==> config.mk <==
export PLATFORM = sky130hd
export DESIGN_NAME = channel_reducer
export DESIGN_NICKNAME = d
export VERILOG_FILES = /design/src/logic/conv_engine_pkg.sv /design/src/logic/channel_reducer.sv
export VERILOG_INCLUDE_DIRS = /design/src /design/src/logic
export SDC_FILE = /design/constraint.sdc
export NUM_CORES = 1
export LEC_CHECK = 0
export BUFFER_PORTS_ARGS = -buffer_cell sky130_fd_sc_hd__buf_2
export CAP_MARGIN = 20
export CORE_ASPECT_RATIO = 2
export CORE_MARGIN = 4
export CORE_UTILIZATION = 53
export DETAILED_ROUTE_END_ITERATION = 8
export GPL_TIMING_DRIVEN = 0
export PLACE_DENSITY_LB_ADDON = 0.3
export SLEW_MARGIN = 10
export SYNTH_ARGS = -nofsm -noshare
export SYNTH_HDL_FRONTEND = slang
export SYNTH_SLANG_ARGS = --single-unit
==> constraint.sdc <==
create_clock -name i_clk -period 7.7 [get_ports i_clk]
set_clock_uncertainty 0.1 [all_clocks]
set_input_delay 0.385 -clock i_clk [delete_from_list [all_inputs] [get_ports i_clk]]
set_output_delay 0.385 -clock i_clk [all_outputs]
set_load 0.02 [all_outputs]
==> src/logic/conv_engine_macros.svh <==
`ifndef CONV_ENGINE_MACROS_SVH
`define CONV_ENGINE_MACROS_SVH

// Words per atom and number of MAC lanes
`define BURST_LEN 16

// Data word width
`define WORD_W 16

// DMA word address width
`define ADDR_W 30

// Loop counter and layer size width
`define CNT_W 16

`endif

==> src/logic/conv_engine_pkg.sv <==
`include "conv_engine_macros.svh"

package conv_engine_pkg;

	// Layer configuration, held stable from start to done
	typedef struct packed {
		logic [`CNT_W-1:0]  kernel;       // Kernel side
		logic [`CNT_W-1:0]  stride;
		logic [`CNT_W-1:0]  groups;       // Input channel groups of BURST_LEN
		logic [`CNT_W-1:0]  o_channel;    // Output channels
		logic [`CNT_W-1:0]  i_side;       // Input feature map side
		logic [`CNT_W-1:0]  o_side;       // Output feature map side
		logic [`ADDR_W-1:0] data_start;
		logic [`ADDR_W-1:0] weight_start;
		logic [`ADDR_W-1:0] result_start;
	} conv_cfg_t;

	// DMA read request, en is a one cycle pulse
	typedef struct packed {
		logic               en;
		logic [`ADDR_W-1:0] addr;
	} dma_rd_req_t;

	// DMA read response, one we strobe per word
	typedef struct packed {
		logic               we;
		logic [`WORD_W-1:0] data;
	} dma_rd_rsp_t;

	// DMA write request
	typedef struct packed {
		logic               en;     // Level, held until the DMA answers
		logic [`ADDR_W-1:0] addr;
		logic               valid;  // Pulse that carries data
		logic [`WORD_W-1:0] data;
	} dma_wr_req_t;

	// One atom, word l belongs to lane l
	typedef logic [`BURST_LEN-1:0][`WORD_W-1:0] atom_t;

	// Layer sequencer states
	typedef enum logic [2:0] {
		ST_IDLE,
		ST_FETCH,    // Waiting for data and weight atoms
		ST_STEP,     // MAC step in flight
		ST_HANDOFF,  // Pixel done, reducer still busy
		ST_DONE      // Last pixel handed off
	} seq_state_e;

endpackage

==> src/logic/channel_reducer.sv <==
`timescale 1ns/10ps
`include "conv_engine_macros.svh"

module channel_reducer (
	input  logic                         i_clk,
	input  logic                         i_rst,
	input  logic                         i_reduce,
	input  logic [`ADDR_W-1:0]           i_addr,
	input  conv_engine_pkg::atom_t       i_acc,
	output logic                         o_busy,
	output conv_engine_pkg::dma_wr_req_t o_wr,
	input  logic                         i_wr_re
);

	localparam int LANE_W = $clog2(`BURST_LEN);

	conv_engine_pkg::atom_t acc_q;     // Latched lanes shifted down one per add
	logic [`ADDR_W-1:0]     addr_q;
	logic [`WORD_W-1:0]     sum;       // Pixel result
	logic [LANE_W-1:0]      lane_cnt;
	logic                   adding;
	logic                   wr_en, wr_valid;

	assign o_wr.en    = wr_en;
	assign o_wr.addr  = addr_q;
	assign o_wr.valid = wr_valid;
	assign o_wr.data  = sum;

	// Payload path
	always_ff @(posedge i_clk) begin
		if (i_reduce) begin
			acc_q  <= i_acc;
			addr_q <= i_addr;
			sum    <= '0;
		end else if (adding) begin
			sum   <= sum + acc_q[0];
			acc_q <= {`WORD_W'(0), acc_q[`BURST_LEN-1:1]};
		end
	end

	always_ff @(posedge i_clk or posedge i_rst) begin
		if (i_rst) begin
			o_busy   <= 1'b0;
			adding   <= 1'b0;
			lane_cnt <= '0;
			wr_en    <= 1'b0;
			wr_valid <= 1'b0;
		end else begin
			wr_valid <= 1'b0;
			if (i_reduce) begin
				o_busy   <= 1'b1;
				adding   <= 1'b1;
				lane_cnt <= '0;
			end else if (adding) begin
				lane_cnt <= lane_cnt + 1'b1;
				if (lane_cnt == LANE_W'(`BURST_LEN - 1)) begin
					adding <= 1'b0;
					wr_en  <= 1'b1;  // Sum final on the next cycle
				end
			end
			// DMA ready so en drops and the word goes out
			if (wr_en && i_wr_re) begin
				wr_en    <= 1'b0;
				wr_valid <= 1'b1;
			end
			if (wr_valid)
				o_busy <= 1'b0;
		end
	end

	// Valid answers i_wr_re and carries the address that en held
	a_valid_after_re: assert property (@(posedge i_clk) disable iff (i_rst)
		o_wr.valid |-> $past(i_wr_re) && $stable(o_wr.addr));

endmodule

Word level (Yosys, flattened, before mapping)
Cells that the tools add are included.
Widths: inputs -> output; s select.
{ "totals": {"reg_bits": 310, "out_inout_bits": 49, "wordCells": 47, "in_bits": 290} }
{ "op_classes": {"muxes": 14, "n_addsub": 2, "n_eq_ne": 2, "reduce_logical": 6} }
{ "ops": {"columns": ["op", "count"], "rows": [
  ["$mux 256", 2],
  ["$add 16x16->16", 1],
  ["$mux 1", 10],
  ["$mux 4", 2],
  ["$reduce_bool 2->1", 4],
  ["$add 4x1->4 const B", 1],
  ["$eq 4x4->1 const B", 1],
  ["$reduce_and 3->1", 1],
  ["$ne 2x1->1 const B", 1],
  ["$logic_and 1x1->1", 1]
]} }

Longest topological paths before layout
{ "logic_depth": {"word_depth": 5, "depth_mapped": 8, "depth_no_buf": 8} }

Worst setup path before layout
No wires, ideal clock.
{ "synth_path": {"path_type": "reg-to-reg", "from": "register adding", "to": "register acc_q[0] (netlist name) (enable)", "synth_period_minus_slack_ns": 6.672, "path_stages_with_launch": 5, "setup_ns": 0.606, "t_arrival_ns": 5.966, "path_buffers": 2, "required_time_ns": 6.994, "path_slack_ns": 1.028, "cell_sequence": "dfrtp_1 -> buf_2 -> buf_1 -> nor2_1 -> inv_1"} }
{ "synth_between": {"elab_chain_cells": 1} }
{ "synth_lines": {"columns": ["item", "line", "source"], "rows": [
  ["from (decl)", "channel_reducer.sv:21", "logic adding;"],
  ["from (signal assigned)", "channel_reducer.sv:44", "adding <= 1'b0;"],
  ["from (signal assigned)", "channel_reducer.sv:52", "adding <= 1'b1;"],
  ["from (signal assigned)", "channel_reducer.sv:57", "adding <= 1'b0;"],
  ["$reduce_bool 2->1 (no source line)", null, null],
  ["to (signal assigned)", "channel_reducer.sv:32", "acc_q <= i_acc;"],
  ["to (signal assigned)", "channel_reducer.sv:37", "acc_q <= {`WORD_W'(0), acc_q[`BURST_LEN-1:1]};"],
  ["to (decl)", "channel_reducer.sv:17", "conv_engine_pkg::atom_t acc_q;"]
]} }
Every way passes these cells.
A chain may end at the register's enable or synchronous reset.

Worst setup path in the final report
{ "layout_path": {"from": "input port i_reduce", "to": "register acc_q[71] (netlist name) (enable)"} }
{ "layout_between": {"elab_chain_cells": 1} }
{ "layout_lines": {"columns": ["item", "line", "source"], "rows": [
  ["from (decl)", "channel_reducer.sv:7", "input logic i_reduce,"],
  ["$reduce_bool 2->1 (no source line)", null, null]
]} }
Every way passes these cells.

==> impl_results.md <==
- Status: complete, no violations
- Worst-margin pin slew: roughly 0.87 ns
- Die W: 120 µm
- Die height: between 200 and 250 µm
- Most common cell in the netlist: edfxtp_1
- Average via count per standard cell: 5.20
- Post-synth cell types: 50
- Post-synth top cells: edfxtp_1 (286), mux2_2 (240), nor2_1 (31)
- Top Family by Delay on Critical Path: buffers and inverters
- Avg Inst Size Synth: 17.3 µm²
- Synth Warn #: 0
- Type of origin of the critical path: input port
- DP Area: approximately 15000 µm²
- Register Area: about 9100 µm²
- Sequential-to-total area share from yosys stat: between 60% and 70%
- Slowest CP cell: buf_2
- Standard-cell rows: 81
- # resized after CTS: 0
- Hold Fails Final Rpt: 0
- Vias: between 7000 and 8000
- Arrival time worst endpoint: around 3.4 ns
- Total grt overflow: 0
- RSZ-0062 raised after global routing: false
- P per Cell Area: between 200 and 300 nW/µm²
- Vias in the first global route: 8834
- Max VDD drop: around 0.22 mV
- DR iter-0 viols: around 370
- EDFF count, synth: 286
- Largest buffer count on any clock path: 3
- Fill count: about 1800
- Area growth, synth to finish: 25.1%
- Static leakage: between 6 and 7 nW
- Die ar.: between 20000 and 30000 µm²
- CP cell instances: buf_2 > clkbuf_1 > clkbuf_1 > nor2_1 > inv_8 > buf_16 > buf_16
- Slew Limit Fails: 0
- Final setup fails: 0
- Clk sinks: 310
- CTS tree: done
- Worst path required time: 7.76 ns
- Top_reg_cell synth: edfxtp_1
- Synth area leader: edfxtp_1
- Syn nets: roughly 1100
- Drt pass-1 iters: 4
- Top-area cell type share of the netlist area: between 60% and 70%
- CP Class: in2reg
- Area of the multi-input gates: 3900 µm²
- Inserted Clock Buffers: 27
- Initial antenna violation count: 14
- Core area: 24500 µm²
- FMAX: a little under 0.3 GHz
- Post-placement cell count: between 1000 and 1500
- Starting density of the core: a little over half
- Post-Syn Area: ~13000 µm²
- Total Wirelength: 32.2 mm
- Final cell count without fillers: 1523
- Antenna viol nets, final: 0
- Final Cell Area: 16500 µm²
- GPL Wtd Cong: between 0.8 and 0.9
- Clock Latency Late Sink: around 0.53 ns
- Top post-synthesis cells by area: edfxtp_1 (65%), mux2_2 (20%), dfxtp_1 (2.4%), dfrtp_1 (1.5%), ha_1 (1.5%)
- Root buffer cell: clkbuf_16
- H-tree lvl count: 1
- Share of layout cells above drive strength 1: between 50% and 60%
- PortBufs: about 340
- First-pass GRT wire length: 48.8 mm
- Max incr delay on CP: ~0.55 ns
- Clock-pin slew on the worst setup and hold paths: approximately 0.070 ns
- Crit-path max FO: approximately 100
- Yosys reg bits: 310
- Total track usage: a little under a quarter
- Max-cap violation count: 0
- Post-DP HPWL: about 24 mm
- Crit path time final: approximately 3.4 ns
- Fin nets: ~1500
- Crit path buf inv count: 6
- Number of placed I/O pins: about 340
- Worst Hold Class: in2reg
- # DRC: 0
- Cells after Synth: around 770
- FFs w/ async S/R, synth: roughly 2.6%
- Routed len/inst: 21.2 µm
- Pin count of the biggest net entering global routing: a little over 100
- Worst setup EP type: register
- Period utilisation layout: 43.8%
- Slew margin rel.: a little over two fifths
kinds of logic (layout without fill, tap and decap cells):
family / after synthesis / count (layout) / synth area share, %
fa+ha+maj: 17 / 17 / 1.67
flops: 310 / 310 / 69.0
buf+inv: 47 / 467 / 1.48
xor+xnor: 10 / 10 / 0.663
other cells: 0 / 6 / 0
compound gates: 43 / 43 / 2.27
mux: 254 / 254 / 21.5
simple gates: 84 / 84 / 3.42
worst reg2reg max path, cell delays in order (launching register included):
cell,delay [ns]
dfrtp_1,0.45
buf_2,0.27
buf_1,0.57
nor2_1,0.26
inv_8,0.37
buf_16,0.44
buf_16,0.45
per-layer routing:
metal	global-route usage [%]	vias to the layer above	part of all wire [%]
met5	0	-	0.23
met4	8.00	14	3.3
met3	6.20	65	6.7
met2	46.5	266	59
met1	22.2	3825	31
li1	-	3751	-
layout by cell type, fill, tap and decap left out, types with 6 or more instances in the layout:
master / n
diode_2: 6
nor2_1: 31
dfxtp_1: 16
clkbuf_16: 27
clkbuf_1: 27
nand2_1: 13
edfxtp_1: 286
dfrtp_1: 8
dlygate4sd3_1: 32
and2_1: 19
buf_2: 341
mux2i_1: 13
clkinv_1: 7
buf_1: 6
ha_1: 16
xnor2_1: 8
mux2_2: 240
inv_1: 8
a21oi_1: 12
clkinv_2: 6
stage by stage:
| step | power, mW | hold WS (ns) | setup TNS (ns) | util (%) | setup slack [ns] |
|---|---|---|---|---|---|
| global route | 4.35 | 0.0249 | 0 | 67.4 | 4.08 |
| CTS | 4.19 | 0.00332 | 0 | 67.3 | 4.25 |
| floorplan | 2.64 | 0.101 | 0 | - | 1.03 |
| detailed placement | 2.90 | 0.268 | 0 | 62.7 | 3.68 |
| global placement | 2.87 | 0.253 | -495.59 | 62.4 | -1.96 |
| finish | 4.16 | 0.0313 | 0 | 67.4 | 4.32 |
worst paths after layout:
path,startpoint,to,slack (ns),depth (start not counted)
setup reg to reg,adding,acc_q[71],4.35,6
hold / removal,i_acc[254],acc_q[254],0.03,2
hold reg to reg,wr_valid,o_busy,0.34,1
max in group asynchronous,i_rst,adding,7.01,3
min in group asynchronous,i_rst,o_busy,0.25,3
setup / recovery,i_reduce,acc_q[71],4.32,7
report_power, final:
part           total [mW]  switching (mW)  internal, mW
clock                1.28           0.600         0.678
combinational       0.762           0.389         0.373
sequential           2.12          0.0740          2.04
total                4.16            1.06          3.09
final cells by class:
type / count / area share [%]
sequential: 310 / 55.1
timing repair buffer: 372 / 12.5
antenna: 6 / 0.0908
buffer: 38 / 0.977
clock buffer: 28 / 4.11
multi-input combinational: 408 / 23.6
inverter: 9 / 0.250
clock inverter: 20 / 0.818
tap: 332 / 2.51
what timing repair did:
action / 4_1_cts / 5_1_grt
hold buffers: 32 / 0
hold endpoints to repair: 40 / 0
setup endpoints to repair: 0 / 0
buffers inserted: 0 / 0
flip-flops by register name, indices dropped and copies added, names as in the netlist:
register  count
wr_valid      1
o_busy        1
lane_cnt      4
sum          16
adding        1
addr_q       30
wr_en         1
acc_q       256
Power figures use the tool's default switching activity.
