==> config.mk <==
export PLATFORM = sky130hd
export DESIGN_NAME = burst_deserializer
export DESIGN_NICKNAME = d
export VERILOG_FILES = /design/src/logic/conv_engine_pkg.sv /design/src/logic/burst_deserializer.sv
export VERILOG_INCLUDE_DIRS = /design/src /design/src/logic
export SDC_FILE = /design/constraint.sdc
export NUM_CORES = 1
export LEC_CHECK = 0
export BUFFER_PORTS_ARGS = -buffer_cell sky130_fd_sc_hd__clkbuf_2
export CORE_UTILIZATION = 53
export CTS_CLUSTER_SIZE = 8
export DETAILED_ROUTE_END_ITERATION = 7
export PLACE_DENSITY = 0.89
export SLEW_MARGIN = 20
export SYNTH_ARGS = -nofsm -noshare
export SYNTH_HDL_FRONTEND = slang
export SYNTH_SLANG_ARGS = --single-unit
==> constraint.sdc <==
create_clock -name i_clk -period 1.71 [get_ports i_clk]
set_clock_uncertainty 0.1 [all_clocks]
set_input_delay 0.513 -clock i_clk [delete_from_list [all_inputs] [get_ports i_clk]]
set_output_delay 0.513 -clock i_clk [all_outputs]
set_load 0.02 [all_outputs]
==> src/logic/conv_engine_macros.svh <==
`ifndef CONV_ENGINE_MACROS_SVH
`define CONV_ENGINE_MACROS_SVH

// Words per atom and number of MAC lanes
`define BURST_LEN 16

// Data word width
`define WORD_W 16

// DMA word address width
`define ADDR_W 30

// Loop counter and layer size width
`define CNT_W 16

`endif

==> src/logic/conv_engine_pkg.sv <==
`include "conv_engine_macros.svh"

package conv_engine_pkg;

	// Layer configuration, held stable from start to done
	typedef struct packed {
		logic [`CNT_W-1:0]  kernel;       // Kernel side
		logic [`CNT_W-1:0]  stride;
		logic [`CNT_W-1:0]  groups;       // Input channel groups of BURST_LEN
		logic [`CNT_W-1:0]  o_channel;    // Output channels
		logic [`CNT_W-1:0]  i_side;       // Input feature map side
		logic [`CNT_W-1:0]  o_side;       // Output feature map side
		logic [`ADDR_W-1:0] data_start;
		logic [`ADDR_W-1:0] weight_start;
		logic [`ADDR_W-1:0] result_start;
	} conv_cfg_t;

	// DMA read request, en is a one cycle pulse
	typedef struct packed {
		logic               en;
		logic [`ADDR_W-1:0] addr;
	} dma_rd_req_t;

	// DMA read response, one we strobe per word
	typedef struct packed {
		logic               we;
		logic [`WORD_W-1:0] data;
	} dma_rd_rsp_t;

	// DMA write request
	typedef struct packed {
		logic               en;     // Level, held until the DMA answers
		logic [`ADDR_W-1:0] addr;
		logic               valid;  // Pulse that carries data
		logic [`WORD_W-1:0] data;
	} dma_wr_req_t;

	// One atom, word l belongs to lane l
	typedef logic [`BURST_LEN-1:0][`WORD_W-1:0] atom_t;

	// Layer sequencer states
	typedef enum logic [2:0] {
		ST_IDLE,
		ST_FETCH,    // Waiting for data and weight atoms
		ST_STEP,     // MAC step in flight
		ST_HANDOFF,  // Pixel done, reducer still busy
		ST_DONE      // Last pixel handed off
	} seq_state_e;

endpackage

==> src/logic/burst_deserializer.sv <==
`timescale 1ns/10ps
`include "conv_engine_macros.svh"

module burst_deserializer (
	input  logic                         i_clk,
	input  logic                         i_rst,
	input  conv_engine_pkg::dma_rd_rsp_t i_rsp,
	output conv_engine_pkg::atom_t       o_atom,
	output logic                         o_atom_valid
);

	localparam int CNT_W = $clog2(`BURST_LEN);

	logic [CNT_W-1:0] word_cnt;  // Strobes seen in this burst
	logic             last_word;

	assign last_word = word_cnt == CNT_W'(`BURST_LEN - 1);

	// Words enter at the top, first word ends up in lane 0
	always_ff @(posedge i_clk) begin
		if (i_rsp.we)
			o_atom <= {i_rsp.data, o_atom[`BURST_LEN-1:1]};
	end

	always_ff @(posedge i_clk or posedge i_rst) begin
		if (i_rst) begin
			word_cnt     <= '0;
			o_atom_valid <= 1'b0;
		end else begin
			o_atom_valid <= i_rsp.we && last_word;  // One cycle after the last strobe
			if (i_rsp.we)
				word_cnt <= last_word ? '0 : word_cnt + 1'b1;
		end
	end

	// Next request only goes out after the atom is taken
	a_no_early_strobe: assert property (@(posedge i_clk) disable iff (i_rst)
		!(i_rsp.we && o_atom_valid));

endmodule

Word level (Yosys, flattened, before mapping)
Index checks and enable logic that the tools add are counted.
{"block": "op_classes", "add_sub_neg": 1, "n_eq_ne": 1, "mux": 1, "n_reduce_logical": 1}
{"cell": "$add A4 B1 Y4 const B", "count": 1}
{"cell": "$eq A4 B4 Y1 const B", "count": 1}
{"cell": "$mux W4", "count": 1}
{"cell": "$logic_and A1 B1 Y1", "count": 1}
{"block": "totals", "inputBits": 19, "ff_bits": 261}

Depth between registers and ports, before layout
Gate-level depths: netlist of run 1.
{"block": "depth", "depth_word": 2, "ltp_mapped": 4}

Least setup slack after synthesis of run 1
Ideal clock, no wire load.
{"block": "synth_path", "path_kind": "reg-to-reg", "start": "register word_cnt[0]", "end": "register word_cnt[1]", "setup_time_ns": 0.125, "path_buffers": 0, "period_less_slack_ns": 1.147, "arrival_ns": 0.923, "path_stages_with_launch": 3, "setup_slack_ns": 0.563, "cell_sequence": "dfrtp_1 -> ha_1 -> mux2_2"}
{"block": "synth_between", "elab_chain_cells": 2, "word_cells_on_any_way": 3, "cone_classes": "add/sub (1); eq/ne (1); mux (1)"}
{"item": "from (decl)", "line_no": "burst_deserializer.sv:14", "text": "logic [CNT_W-1:0] word_cnt;"}
{"item": "from (signal assigned)", "line_no": "burst_deserializer.sv:32", "text": "word_cnt <= last_word ? '0 : word_cnt + 1'b1;"}
{"item": "$add A4 B1 Y4 or $eq A4 B4 Y1 (tied branches)", "line_no": "burst_deserializer.sv:32, burst_deserializer.sv:17"}
{"item": "$mux W4 (*)", "line_no": "burst_deserializer.sv:32"}
Every way passes the cells marked *; elsewhere a longest branch is shown, timed or not.
A chain may end at the register's enable or synchronous reset.

Worst setup path after layout of run 1
{"block": "layout_path", "start": "register o_atom[226] in the netlist's numbering", "end": "output port o_atom[226] in the netlist's numbering"}
{"item": "from (decl)", "line_no": "burst_deserializer.sv:8", "text": "output conv_engine_pkg::atom_t o_atom,"}
{"item": "from (signal assigned)", "line_no": "burst_deserializer.sv:22", "text": "o_atom <= {i_rsp.data, o_atom[`BURST_LEN-1:1]};"}
No word-level cell between the ends.

==> results by group, run 1 <==
Run status
  • Status: finished with violations
  • Failing checks: negative setup slack

Power and ir drop
  • Power share of the clock group: 41.5%
  • Pint: 12.13 mW
  • Lkg Pwr: 4.968 nW
  • Seq pwr share: 49.4%
  • Psw: 3.692 mW
  • Power density over the cells: 1310 mW/mm²
  • Switching Fraction: 23.34%
  • Total Power: 15.82 mW
  • Worst VDD drop: 0.001139 V
  • Combinational share of power: 9.1%

Synthesis
  • Proportion of synthesized area in mux cells: 0.2691%
  • Mapped Area: 0.007904 mm²
  • Synth Area in Adders: 0.1583%
  • Mean post-synth cell area: 28.64 µm²
  • Sequential share of the synthesized area: 98.84%
  • XOR/XNOR share of the synthesized area: 0.1108%
  • Netlist cell types: 13
  • Count of warnings emitted by yosys: 0
  • Post-Synthesis Cells: 276
  • Synth Area in Compound Gates: 0.1900%
  • #FFs+latches synth: 261
  • Main combinational cell family by area after synthesis: simple AND/OR/NAND/NOR gates
  • Syn_nets: 296
  • Simple-gate share of the synthesized area: 0.3799%

Timing
  • PnR worst setup slack: -37.99 ps
  • Endpoints failing hold: 0
  • Fmax: 572.1 MHz
  • Final setup viols: 23
  • Final Max Tran Viols: 0
  • Unrepaired setup endpoints after global routing: true
  • Fin crit share: 102.2%
  • Worst Tran Pin Value: 269.0 ps
  • TNS Setup: -238.3 ps
  • Slew headroom: 82.07%
  • Fin crit period: 1748 ps

Clock network
  • Root buf cell: clkbuf_16
  • TritonCTS clock tree: built
  • Max Root-Sink Buffers: 3
  • H-tree levels: 2
  • Clk Latency, worst-skew pair: 500 ps
  • CTS Buf Count: 38
  • Clock Pin Slew Worst Setup and Hold Paths: 50 ps
  • Clock sink total: 261

Cells and area
  • Reg area: 0.007812 mm²
  • Fraction of layout instances using a drive strength above 1: 59.69%
  • Multi-input gate area: 87.58 µm²
  • Fillers: 627
  • Nets: 713
  • Layout area overhead: 52.83%
  • Commonest non-fill, non-tap cells in the layout: edfxtp_1 (256), clkbuf_2 (116), buf_4 (108)
  • Most common cell after layout, fill and taps aside: edfxtp_1
  • Antenna diodes: 0
  • Fin cells: 886

Setup path
  • Critical path, cell by cell: buf_6
  • CP max stage cell: edfxtp_1
  • Critical Path AT: 1130 ps
  • CP top delay family: flip-flops
  • Crit start category: flip-flop
  • Critical Path Fanout Max: 2
  • Setup crit end kind: primary output
  • Critical Path RT: 1100 ps
  • Buf/Inv on CP: 1
  • Reg2Reg Setup Slack: 500 ps
  • Crit-path max cell delay: 460 ps
  • CP Class: reg2out

Floorplanning
  • Row count: 44
  • Die W: 124.1 µm
  • Starting Density: 54.38%
  • Full die area: 0.01541 mm²
  • Num ports: 276
  • Die H: 124.1 µm
  • Core footprint: 0.01453 mm²

Global route
  • Initial antenna violation count: 0
  • First-pass GRT wire length: 23,490 µm
  • Largest net degree at the start of global routing: 53
  • Vias in the first global route: 4,242
  • Gr usage total: 21.62%
  • Overflow after GRT: 0

Route
  • Detailed Routing Iterations Pass 1: 4
  • Wirelength, routed: 20,270 µm
  • DR vias/cell: 5.183
  • Mean routed wirelength per cell: 22.88 µm
  • Residual DRC: 0
  • Vias: 4,592
  • DRT antenna net count: 0
  • Initial drt markers: 310

Place
  • Routability Congestion: 0.8084
  • Placed Instances: 747
  • Port bufs: 275
  • Post-DP HPWL: 10,810 µm
  • Pre-CTS setup slack: 208.4 ps

Worst hold path
  • HP Class: in2reg

Run
  • Max cap viols: 0
## per-stage QoR
step | utilization, % | hold WS, ps | instance area [µm²]
after floorplan | - | 191.5 | 7904
after global placement | 66.38 | 298.8 | 9648
after detailed placement | 66.38 | 302.4 | 9648
after CTS | 76.02 | 75.23 | 11050
after global routing | 83.11 | 65.26 | 12080
final | 83.11 | 84.05 | 12080
## cells in the mapped netlist (all sizes together)
master | n | share of area, %
a21oi | 1 | 0.063
dfrtp | 5 | 1.6
edfxtp | 256 | 97
ha | 1 | 0.16
inv | 1 | 0.047
mux2 | 1 | 0.14
mux2i | 1 | 0.13
nand2 | 4 | 0.19
nand3 | 1 | 0.063
nand4 | 1 | 0.079
nor2 | 1 | 0.047
o21ai | 2 | 0.13
xnor2 | 1 | 0.11
## routing by layer
| metal | GRT usage (%) | share of wire [%] | vias up |
|---|---|---|---|
| met5 | 0 | 0 | - |
| met4 | 9.821 | 3.1 | 0 |
| met3 | 7.875 | 11 | 46 |
| met2 | 37.19 | 51 | 329 |
| met1 | 23.91 | 35 | 2262 |
| li1 | - | - | 1955 |
## power groups by stage
| stage | logic [mW] | clock network [mW] | registers, mW |
|---|---|---|---|
| 6_report | 1.44 | 6.56 | 7.82 |
| 5_1_grt | 1.51 | 6.90 | 7.85 |
| 4_1_cts | 1.16 | 6.52 | 7.77 |
| 3_5_place_dp | 1.06 | 0 | 7.88 |
| 3_3_place_gp | 1.03 | 0 | 7.84 |
| 2_1_floorplan | 0.0748 | 0 | 8.26 |
## registers in the layout, indices dropped and copies added, names as in the netlist
register      flops
o_atom_valid      1
word_cnt          4
o_atom          256
## cells by family (layout without fill, tap and decap cells)
| kind of cell | Yosys count | in the layout |
|---|---|---|
| XOR/XNOR | 1 | 1 |
| AND/OR/NAND/NOR | 7 | 7 |
| AO/OA/AOI/OAI | 3 | 3 |
| multiplexers | 2 | 2 |
| flip-flops | 261 | 261 |
| buffers and inverters | 1 | 427 |
| adder cells (fa/ha/maj) | 1 | 1 |
## area by class of cell
class / instances / area share [%]
Clock buffer: 45 / 8.090
Tap cell: 184 / 1.906
Timing Repair Buffer: 377 / 24.25
Multi-Input combinational cell: 14 / 0.7251
Clock inverter: 4 / 0.3211
Inverter: 1 / 0.03108
Sequential cell: 261 / 64.68
## repair_timing
action,in CTS,in global routing
endpoints found under the setup margin,63,158
endpoints found under the hold margin,5,0
hold buffers,1,0
resized for setup,34,352
buffers inserted,34,55
pin swaps,0,0
## worst paths after layout
kind / startpoint / endpoint / cells after the start
setup / recovery: o_atom[226]$_DFFE_PP_ / o_atom[226] / 1
setup reg to reg: word_cnt[0]$_DFFE_PP0P_ / word_cnt[1]$_DFFE_PP0P_ / 2
max in group asynchronous: i_rst / word_cnt[2]$_DFFE_PP0P_ / 3
hold reg to reg: o_atom[117]$_DFFE_PP_ / o_atom[101]$_DFFE_PP_ / 0
min in group asynchronous: i_rst / word_cnt[3]$_DFFE_PP0P_ / 3
hold / removal: i_rsp[0] / o_atom[240]$_DFFE_PP_ / 1
No activity file was read; power rests on OpenSTA's default activity.
==> inputs of run 2 (changes only) <==
==> constraint.sdc (replaced) <==
create_clock -name i_clk -period 1.71 [get_ports i_clk]
set_clock_uncertainty 0.1 [all_clocks]
set_input_delay 0.4275 -clock i_clk [delete_from_list [all_inputs] [get_ports i_clk]]
set_output_delay 0.4275 -clock i_clk [all_outputs]
set_load 0.02 [all_outputs]
==> run 2 against run 1 <==
The flow now finishes without violations. Utilization down 9.0 points. Non-clock buffer count down 79. Worst setup slack better by 91 ps. Sequential power down 0.5%. Maximum frequency up 5.5%. Cell count down 8.9%. Critical path depth unchanged. Via count down 9.5%. Register-to-register slack better by 20 ps. Die area unchanged. Combinational power down 26%. Design area down 11%. Critical path type unchanged.
==> results by group, run 2 (same netlist as run 1, synthesis figures left out) <==
Run status
  • Status: finished, final reports clean (was finished with violations)

Timing
  • Fin crit share: 96.92% (was 102.2%)
  • Slew headroom: 79.04% (was 82.07%)
  • Unrepaired setup endpoints after global routing: false (was true)
  • Fin crit period: 1657 ps (was 1748 ps)
  • TNS Setup: 0 ps (was -238.3 ps)
  • Worst Tran Pin Value: 314.4 ps (was 269.0 ps)
  • Final Max Tran Viols: 0 (unchanged)
  • Fmax: 603.4 MHz (was 572.1 MHz)
  • Final setup viols: 0 (was 23)
  • Endpoints failing hold: 0 (unchanged)

Cells and area
  • Top flop regs: o_atom x256, word_cnt x4, o_atom_valid x1 (unchanged)
  • Commonest non-fill, non-tap cells in the layout: clkbuf_2 (274), edfxtp_1 (256), clkbuf_16 (39) (was edfxtp_1 (256), clkbuf_2 (116), buf_4 (108))
  • Nets: 634 (was 713)
  • Fraction of layout instances using a drive strength above 1: 52.65% (was 59.69%)
  • Antenna diodes: 0 (unchanged)
  • Max FFs per register: 256 (unchanged)
  • Layout area overhead: 36.24% (was 52.83%)
  • Fillers: 819 (was 627)
  • Largest register by flop count: o_atom (unchanged)
  • Most common cell after layout, fill and taps aside: clkbuf_2 (was edfxtp_1)

Setup path
  • Buf/Inv on CP: 1 (unchanged)
  • Crit start category: flip-flop (unchanged)
  • R2R depth: 2 (unchanged)
  • Critical Path RT: 1180 ps (was 1100 ps)
  • Setup crit end kind: primary output (unchanged)
  • RR Startpoint: word_cnt[0]$_DFFE_PP0P_ (unchanged)
  • CP top delay family: flip-flops (unchanged)
  • Crit. path cell count: 1 (unchanged)
  • CP max stage cell: edfxtp_1 (unchanged)
  • Critical Path Fanout Max: 2 (unchanged)
  • Worst setup endpoint: o_atom[192] (was o_atom[226])
  • Crit-path max cell delay: 440 ps (was 460 ps)
  • Reg2Reg Capture Point: word_cnt[1]$_DFFE_PP0P_ (unchanged)
  • Critical Path AT: 1130 ps (about the same)
  • Reg2Reg Setup Slack: 520 ps (was 500 ps)
  • CP Launch Point: o_atom[192]$_DFFE_PP_ (was o_atom[226]$_DFFE_PP_)
  • Critical path, cell by cell: clkbuf_2 (was buf_6)
  • CP Class: reg2out (unchanged)

Clock network
  • TritonCTS clock tree: built (unchanged)
  • CTS Buf Count: 38 (unchanged)
  • Post-CTS setup repair buffer count: 0 (was 34)
  • Resized cells post-CTS: 0 (was 34)
  • Clk Latency, worst-skew pair: 490 ps (was 500 ps)
  • Clock sink total: 261 (unchanged)
  • H-tree levels: 2 (unchanged)
  • Clock Pin Slew Worst Setup and Hold Paths: 50 ps (about the same)
  • Max Root-Sink Buffers: 3 (unchanged)
  • Root buf cell: clkbuf_16 (unchanged)

Power and ir drop
  • Lkg Pwr: 4.363 nW (was 4.968 nW)
  • Power density over the cells: 1421 mW/mm² (was 1310 mW/mm²)
  • Worst VDD drop: 0.001275 V (was 0.001139 V)
  • Total Power: 15.30 mW (was 15.82 mW)

Global route
  • Gr usage total: 20.55% (was 21.62%)
  • Vias in the first global route: 4,008 (was 4,242)
  • First-pass GRT wire length: 22,400 µm (was 23,490 µm)
  • Largest net degree at the start of global routing: 53 (unchanged)
  • Overflow after GRT: 0 (unchanged)
  • Initial antenna violation count: 0 (unchanged)

Floorplanning
  • Die W: 124.1 µm (unchanged)
  • Num ports: 276 (unchanged)
  • Full die area: 0.01541 mm² (unchanged)
  • Core footprint: 0.01453 mm² (unchanged)
  • Row count: 44 (unchanged)
  • Die H: 124.1 µm (unchanged)
  • Starting Density: 54.38% (unchanged)

Route
  • DR vias/cell: 5.147 (was 5.183)
  • Detailed Routing Iterations Pass 1: 4 (unchanged)
  • Initial drt markers: 296 (was 310)
  • Wirelength, routed: 16,830 µm (was 20,270 µm)
  • DRT antenna net count: 0 (unchanged)
  • Residual DRC: 0 (unchanged)
  • Mean routed wirelength per cell: 20.86 µm (was 22.88 µm)
  • Vias: 4,154 (was 4,592)

Place
  • Routability Congestion: 0.8124 (was 0.8084)
  • Post-DP HPWL: 10,600 µm (was 10,810 µm)
  • Port bufs: 275 (unchanged)

Worst hold path
  • Worst Hold Depth: 1 (unchanged)
  • Hold Path Origin: i_rsp[8] (was i_rsp[0])
  • HP Class: in2reg (unchanged)

Run
  • Max cap viols: 0 (unchanged)
[run 2: worst min-delay path by stage]
| stage | to | slack (ps) |
|---|---|---|
| CTS | o_atom[248]$_DFFE_PP_ | 1 |
| detailed placement | o_atom_valid$_DFF_PP0_ | 220 |
| global route | o_atom[245]$_DFFE_PP_ | 1 |
| global placement | o_atom_valid$_DFF_PP0_ | 220 |
| finish | o_atom[248]$_DFFE_PP_ | 20 |
| floorplan | o_atom_valid$_DFF_PP0_ | 110 |
[run 2: routing by layer]
metal / share of wire (%) / wire (µm) / GRT usage, %
met1: 36 / 6080 / 23.74
met2: 50 / 8420 / 33.67
met3: 11 / 1852 / 7.418
met4: 2.8 / 478 / 10.79
met5: 0 / 0 / 0
[run 2: layout make-up]
class                   instances  area, µm²  area share (%)
clock buffers                  47       1006           9.342
clock inverters                 2      13.76          0.1278
inverters                       1      3.754         0.03486
multi-input cells              14      87.58          0.8134
flip-flops and latches        261       7812           72.55
well taps                     184      230.2           2.138
repair buffers                298       1614           14.99
[run 2: power breakdown]
group          total, mW  leakage [nW]  switching, mW  internal (mW)
registers           7.78          2.57          0.257           7.52
clock network       6.45         0.498           2.40           4.05
logic               1.07          1.30          0.753          0.317
[run 2: metrics by stage]
step / hold WS [ps] / area [µm²] / util (%) / worst slack (ps) / cells
floorplan: 106.0 / 7904 / - / 562.6 / 276
global placement: 216.2 / 9628 / 66.24 / 264.7 / 746
detailed placement: 215.2 / 9628 / 66.24 / 229.5 / 746
CTS: 1.207 / 10750 / 73.95 / 42.39 / 805
global route: 1.314 / 10770 / 74.09 / 29.37 / 807
finish: 24.33 / 10770 / 74.09 / 52.64 / 807
[run 2: what timing repair did]
item	CTS	global route
hold buffers	10	2
endpoints found under the setup margin	0	0
hold endpoints to repair	14	2
==> inputs of run 3 (changes only) <==
--- a/config.mk
+++ b/config.mk
@@ -6,6 +6,7 @@
 export SDC_FILE = /design/constraint.sdc
 export NUM_CORES = 1
 export LEC_CHECK = 0
+export ABC_AREA = 1
 export BUFFER_PORTS_ARGS = -buffer_cell sky130_fd_sc_hd__clkbuf_2
 export CORE_UTILIZATION = 53
 export CTS_CLUSTER_SIZE = 8
==> run 3 against run 2 <==
Maximum frequency decreased by 0.65%. Cell count increased by 1.5%. Sequential power about the same. Via count grew 0.75%. Worst setup slack got worse by 11 ps.
==> results by group, run 3 <==
Clock network
  • Post-CTS setup repair buffer count: 0 (unchanged)
  • Max Root-Sink Buffers: 3 (unchanged)
  • TritonCTS clock tree: built (unchanged)
  • Clock Pin Slew Worst Setup and Hold Paths: 50 ps (about the same)
  • Clk Latency, worst-skew pair: 490 ps (about the same)
  • H-tree levels: 2 (unchanged)
  • Clock sink total: 261 (unchanged)
  • CTS Buf Count: 38 (unchanged)
  • Root buf cell: clkbuf_16 (unchanged)

Setup path
  • CP Class: reg2out (unchanged)
  • CP max stage cell: edfxtp_1 (unchanged)
  • Crit start category: flip-flop (unchanged)
  • Critical Path AT: 1140 ps (was 1130 ps)
  • Crit-path max cell delay: 470 ps (was 440 ps)
  • Setup crit end kind: primary output (unchanged)
  • Reg2Reg Setup Slack: 540 ps (was 520 ps)
  • Buf/Inv on CP: 1 (unchanged)
  • CP top delay family: flip-flops (unchanged)
  • Critical path, cell by cell: buf_6 (was clkbuf_2)
  • Critical Path RT: 1180 ps (about the same)
  • Critical Path Fanout Max: 2 (unchanged)

Synthesis
  • Post-synth top area share: 97.20% (was 97.26%)
  • EDFF count, synth: 256 (unchanged)
  • Syn_nets: 300 (was 296)
  • Post-synth ARST share: 1.916% (unchanged)
  • Count of warnings emitted by yosys: 0 (unchanged)
  • Sequential share of the synthesized area: 98.78% (was 98.84%)
  • Most frequent cells after synthesis: edfxtp_1 (256), nand2_1 (6), dfrtp_1 (5), inv_1 (4) (was edfxtp_1 (256), dfrtp_1 (5), nand2_1 (4), o21ai_1 (2))
  • Mean post-synth cell area: 28.25 µm² (was 28.64 µm²)
  • Mapped Area: 0.007909 mm² (was 0.007904 mm²)
  • Netlist cell types: 11 (was 13)
  • Primary FF master, synth: edfxtp_1 (unchanged)
  • Most frequent cell after synthesis: edfxtp_1 (unchanged)
  • #FFs+latches synth: 261 (unchanged)
  • Yosys top cell by area: edfxtp_1 (unchanged)
  • Largest cells by area after synthesis: edfxtp_1 (97%), dfrtp_1 (1.6%), nand2_1 (0.28%) (was edfxtp_1 (97%), dfrtp_1 (1.6%), nand2_1 (0.19%))
  • Post-Synthesis Cells: 280 (was 276)

Floorplanning
  • Die H: 124.2 µm (was 124.1 µm)
  • Die W: 124.2 µm (was 124.1 µm)
  • Starting Density: 54.42% (was 54.38%)
  • Num ports: 276 (unchanged)
  • Row count: 44 (unchanged)
  • Full die area: 0.01541 mm² (about the same)
  • Core footprint: 0.01453 mm² (unchanged)

Cells and area
  • Layout area overhead: 37.87% (was 36.24%)
  • Largest register by flop count: o_atom (unchanged)
  • Fraction of layout instances using a drive strength above 1: 52.91% (was 52.65%)
  • Fillers: 801 (was 819)
  • Nets: 646 (was 634)
  • Final core utilization: 75.03% (was 74.09%)
  • Top flop regs: o_atom x256, word_cnt x4, o_atom_valid x1 (unchanged)
  • Most common cell after layout, fill and taps aside: clkbuf_2 (unchanged)
  • Fin area: 0.01090 mm² (was 0.01077 mm²)
  • Commonest non-fill, non-tap cells in the layout: clkbuf_2 (273), edfxtp_1 (256), clkbuf_16 (41) (was clkbuf_2 (274), edfxtp_1 (256), clkbuf_16 (39))
  • Max FFs per register: 256 (unchanged)
  • Antenna diodes: 0 (unchanged)

Timing
  • Endpoints failing hold: 0 (unchanged)
  • Fin crit share: 97.55% (was 96.92%)
  • Final setup viols: 0 (unchanged)
  • Slew headroom: 76.02% (was 79.04%)
  • Fmax: 599.5 MHz (was 603.4 MHz)
  • Final Max Tran Viols: 0 (unchanged)
  • Worst Tran Pin Value: 359.7 ps (was 314.4 ps)
  • Fin crit period: 1668 ps (was 1657 ps)
  • PnR worst setup slack: 41.86 ps (was 52.64 ps)
  • TNS Setup: 0 ps (unchanged)
  • Unrepaired setup endpoints after global routing: false (unchanged)

Global route
  • First-pass GRT wire length: 22,550 µm (was 22,400 µm)
  • Initial antenna violation count: 0 (unchanged)
  • Overflow after GRT: 0 (unchanged)
  • Largest net degree at the start of global routing: 43 (was 53)
  • Gr usage total: 20.47% (was 20.55%)
  • Vias in the first global route: 4,060 (was 4,008)

Route
  • DR vias/cell: 5.110 (was 5.147)
  • Mean routed wirelength per cell: 20.42 µm (was 20.86 µm)
  • Residual DRC: 0 (unchanged)
  • Detailed Routing Iterations Pass 1: 5 (was 4)
  • Initial drt markers: 289 (was 296)
  • Vias: 4,185 (was 4,154)
  • Wirelength, routed: 16,730 µm (was 16,830 µm)
  • DRT antenna net count: 0 (unchanged)

Power and ir drop
  • Power share of the clock group: 42.5% (was 42.2%)
  • Pint: 12.09 mW (was 11.89 mW)
  • Total Power: 15.48 mW (was 15.30 mW)
  • Seq pwr share: 50.3% (was 50.8%)
  • Switching Fraction: 21.93% (was 22.28%)
  • Combinational share of power: 7.2% (was 7.0%)
  • Power density over the cells: 1420 mW/mm² (was 1421 mW/mm²)
  • Lkg Pwr: 4.442 nW (was 4.363 nW)
  • Psw: 3.395 mW (was 3.408 mW)
  • Worst VDD drop: 0.0009791 V (was 0.001275 V)

Place
  • Port bufs: 275 (unchanged)
  • Routability Congestion: 0.7981 (was 0.8124)
  • Post-DP Area: 0.009711 mm² (was 0.009628 mm²)
  • Pre-CTS setup slack: 279.2 ps (was 229.5 ps)
  • Post-DP HPWL: 11,100 µm (was 10,600 µm)

Run status
  • Status: finished, final reports clean (unchanged)

Run
  • Max cap viols: 0 (unchanged)

Worst hold path
  • HP Class: in2reg (unchanged)
==> run 3: cell count changes in the layout (fill, tap and decap cells not counted), sizes merged, moves of 2 or more <==
cell   change
buf        +8
nand2      +2
inv        +2
nor2       +2
==> run 3: final timing paths <==
check                                         from                       to  depth (start not counted)
setup / recovery             o_atom[143]$_DFFE_PP_              o_atom[143]                          1
hold / removal                            i_rsp[4]    o_atom[244]$_DFFE_PP_                          1
setup reg to reg           word_cnt[0]$_DFFE_PP0P_  word_cnt[3]$_DFFE_PP0P_                          4
hold reg to reg               o_atom[27]$_DFFE_PP_     o_atom[11]$_DFFE_PP_                          0
max in group asynchronous                    i_rst  word_cnt[3]$_DFFE_PP0P_                          3
min in group asynchronous                    i_rst  word_cnt[1]$_DFFE_PP0P_                          3
==> run 3: through the flow <==
step,cells,hold WS [ps]
global placement,757,210.0
floorplan,280,106.0
CTS,813,0.1146
finish,819,26.10
detailed placement,757,220.4
global route,819,1.117
==> run 3: layout make-up <==
| type | count | area [µm²] | area share [%] |
|---|---|---|---|
| inverter | 4 | 15.01 | 0.1377 |
| multi-input combinational | 15 | 81.33 | 0.7458 |
| clock buffer | 48 | 1052 | 9.650 |
| clock inverter | 1 | 5.005 | 0.04590 |
| tap | 184 | 230.2 | 2.111 |
| sequential | 261 | 7812 | 71.65 |
| timing repair buffer | 306 | 1708 | 15.66 |
==> run 3: per-layer routing <==
layer	global-route usage [%]	part of all wire [%]	vias to the layer above	wire, µm
met3	8.288	12	27	1986
li1	-	-	1811	-
met1	23.98	36	2063	5996
met5	0	0	-	0
met4	6.324	1.6	0	263
met2	34.56	51	284	8481
==> run 3: timing repair <==
| action | 4_1_cts | 5_1_grt |
|---|---|---|
| hold endpoints to repair | 11 | 6 |
| hold buffers | 7 | 6 |
| resized for setup | 0 | 3 |
| setup endpoints to repair | 1 | 1 |
| pin swaps | 0 | 0 |
==> run 3: logic make-up (layout without fill, tap and decap cells) <==
| logic type | Yosys count | after routing | synth area share [%] |
|---|---|---|---|
| and+or+nand+nor | 10 | 10 | 0.5221 |
| buffers and inverters | 4 | 359 | 0.1898 |
| AOI/OAI and AO/OA | 2 | 2 | 0.1266 |
| xor gates and xnor gates | 2 | 2 | 0.2215 |
| adders and majority gates | 1 | 1 | 0.1582 |
| DFF | 261 | 261 | 98.78 |
==> run 3: power groups by stage <==
stage          logic (mW)  clock network [mW]  registers (mW)
2_1_floorplan      0.0937                   0            8.26
3_3_place_gp         1.06                   0            7.85
3_5_place_dp         1.08                   0            7.89
4_1_cts              1.10                6.71            7.79
5_1_grt              1.19                7.00            7.82
6_report             1.11                6.58            7.79
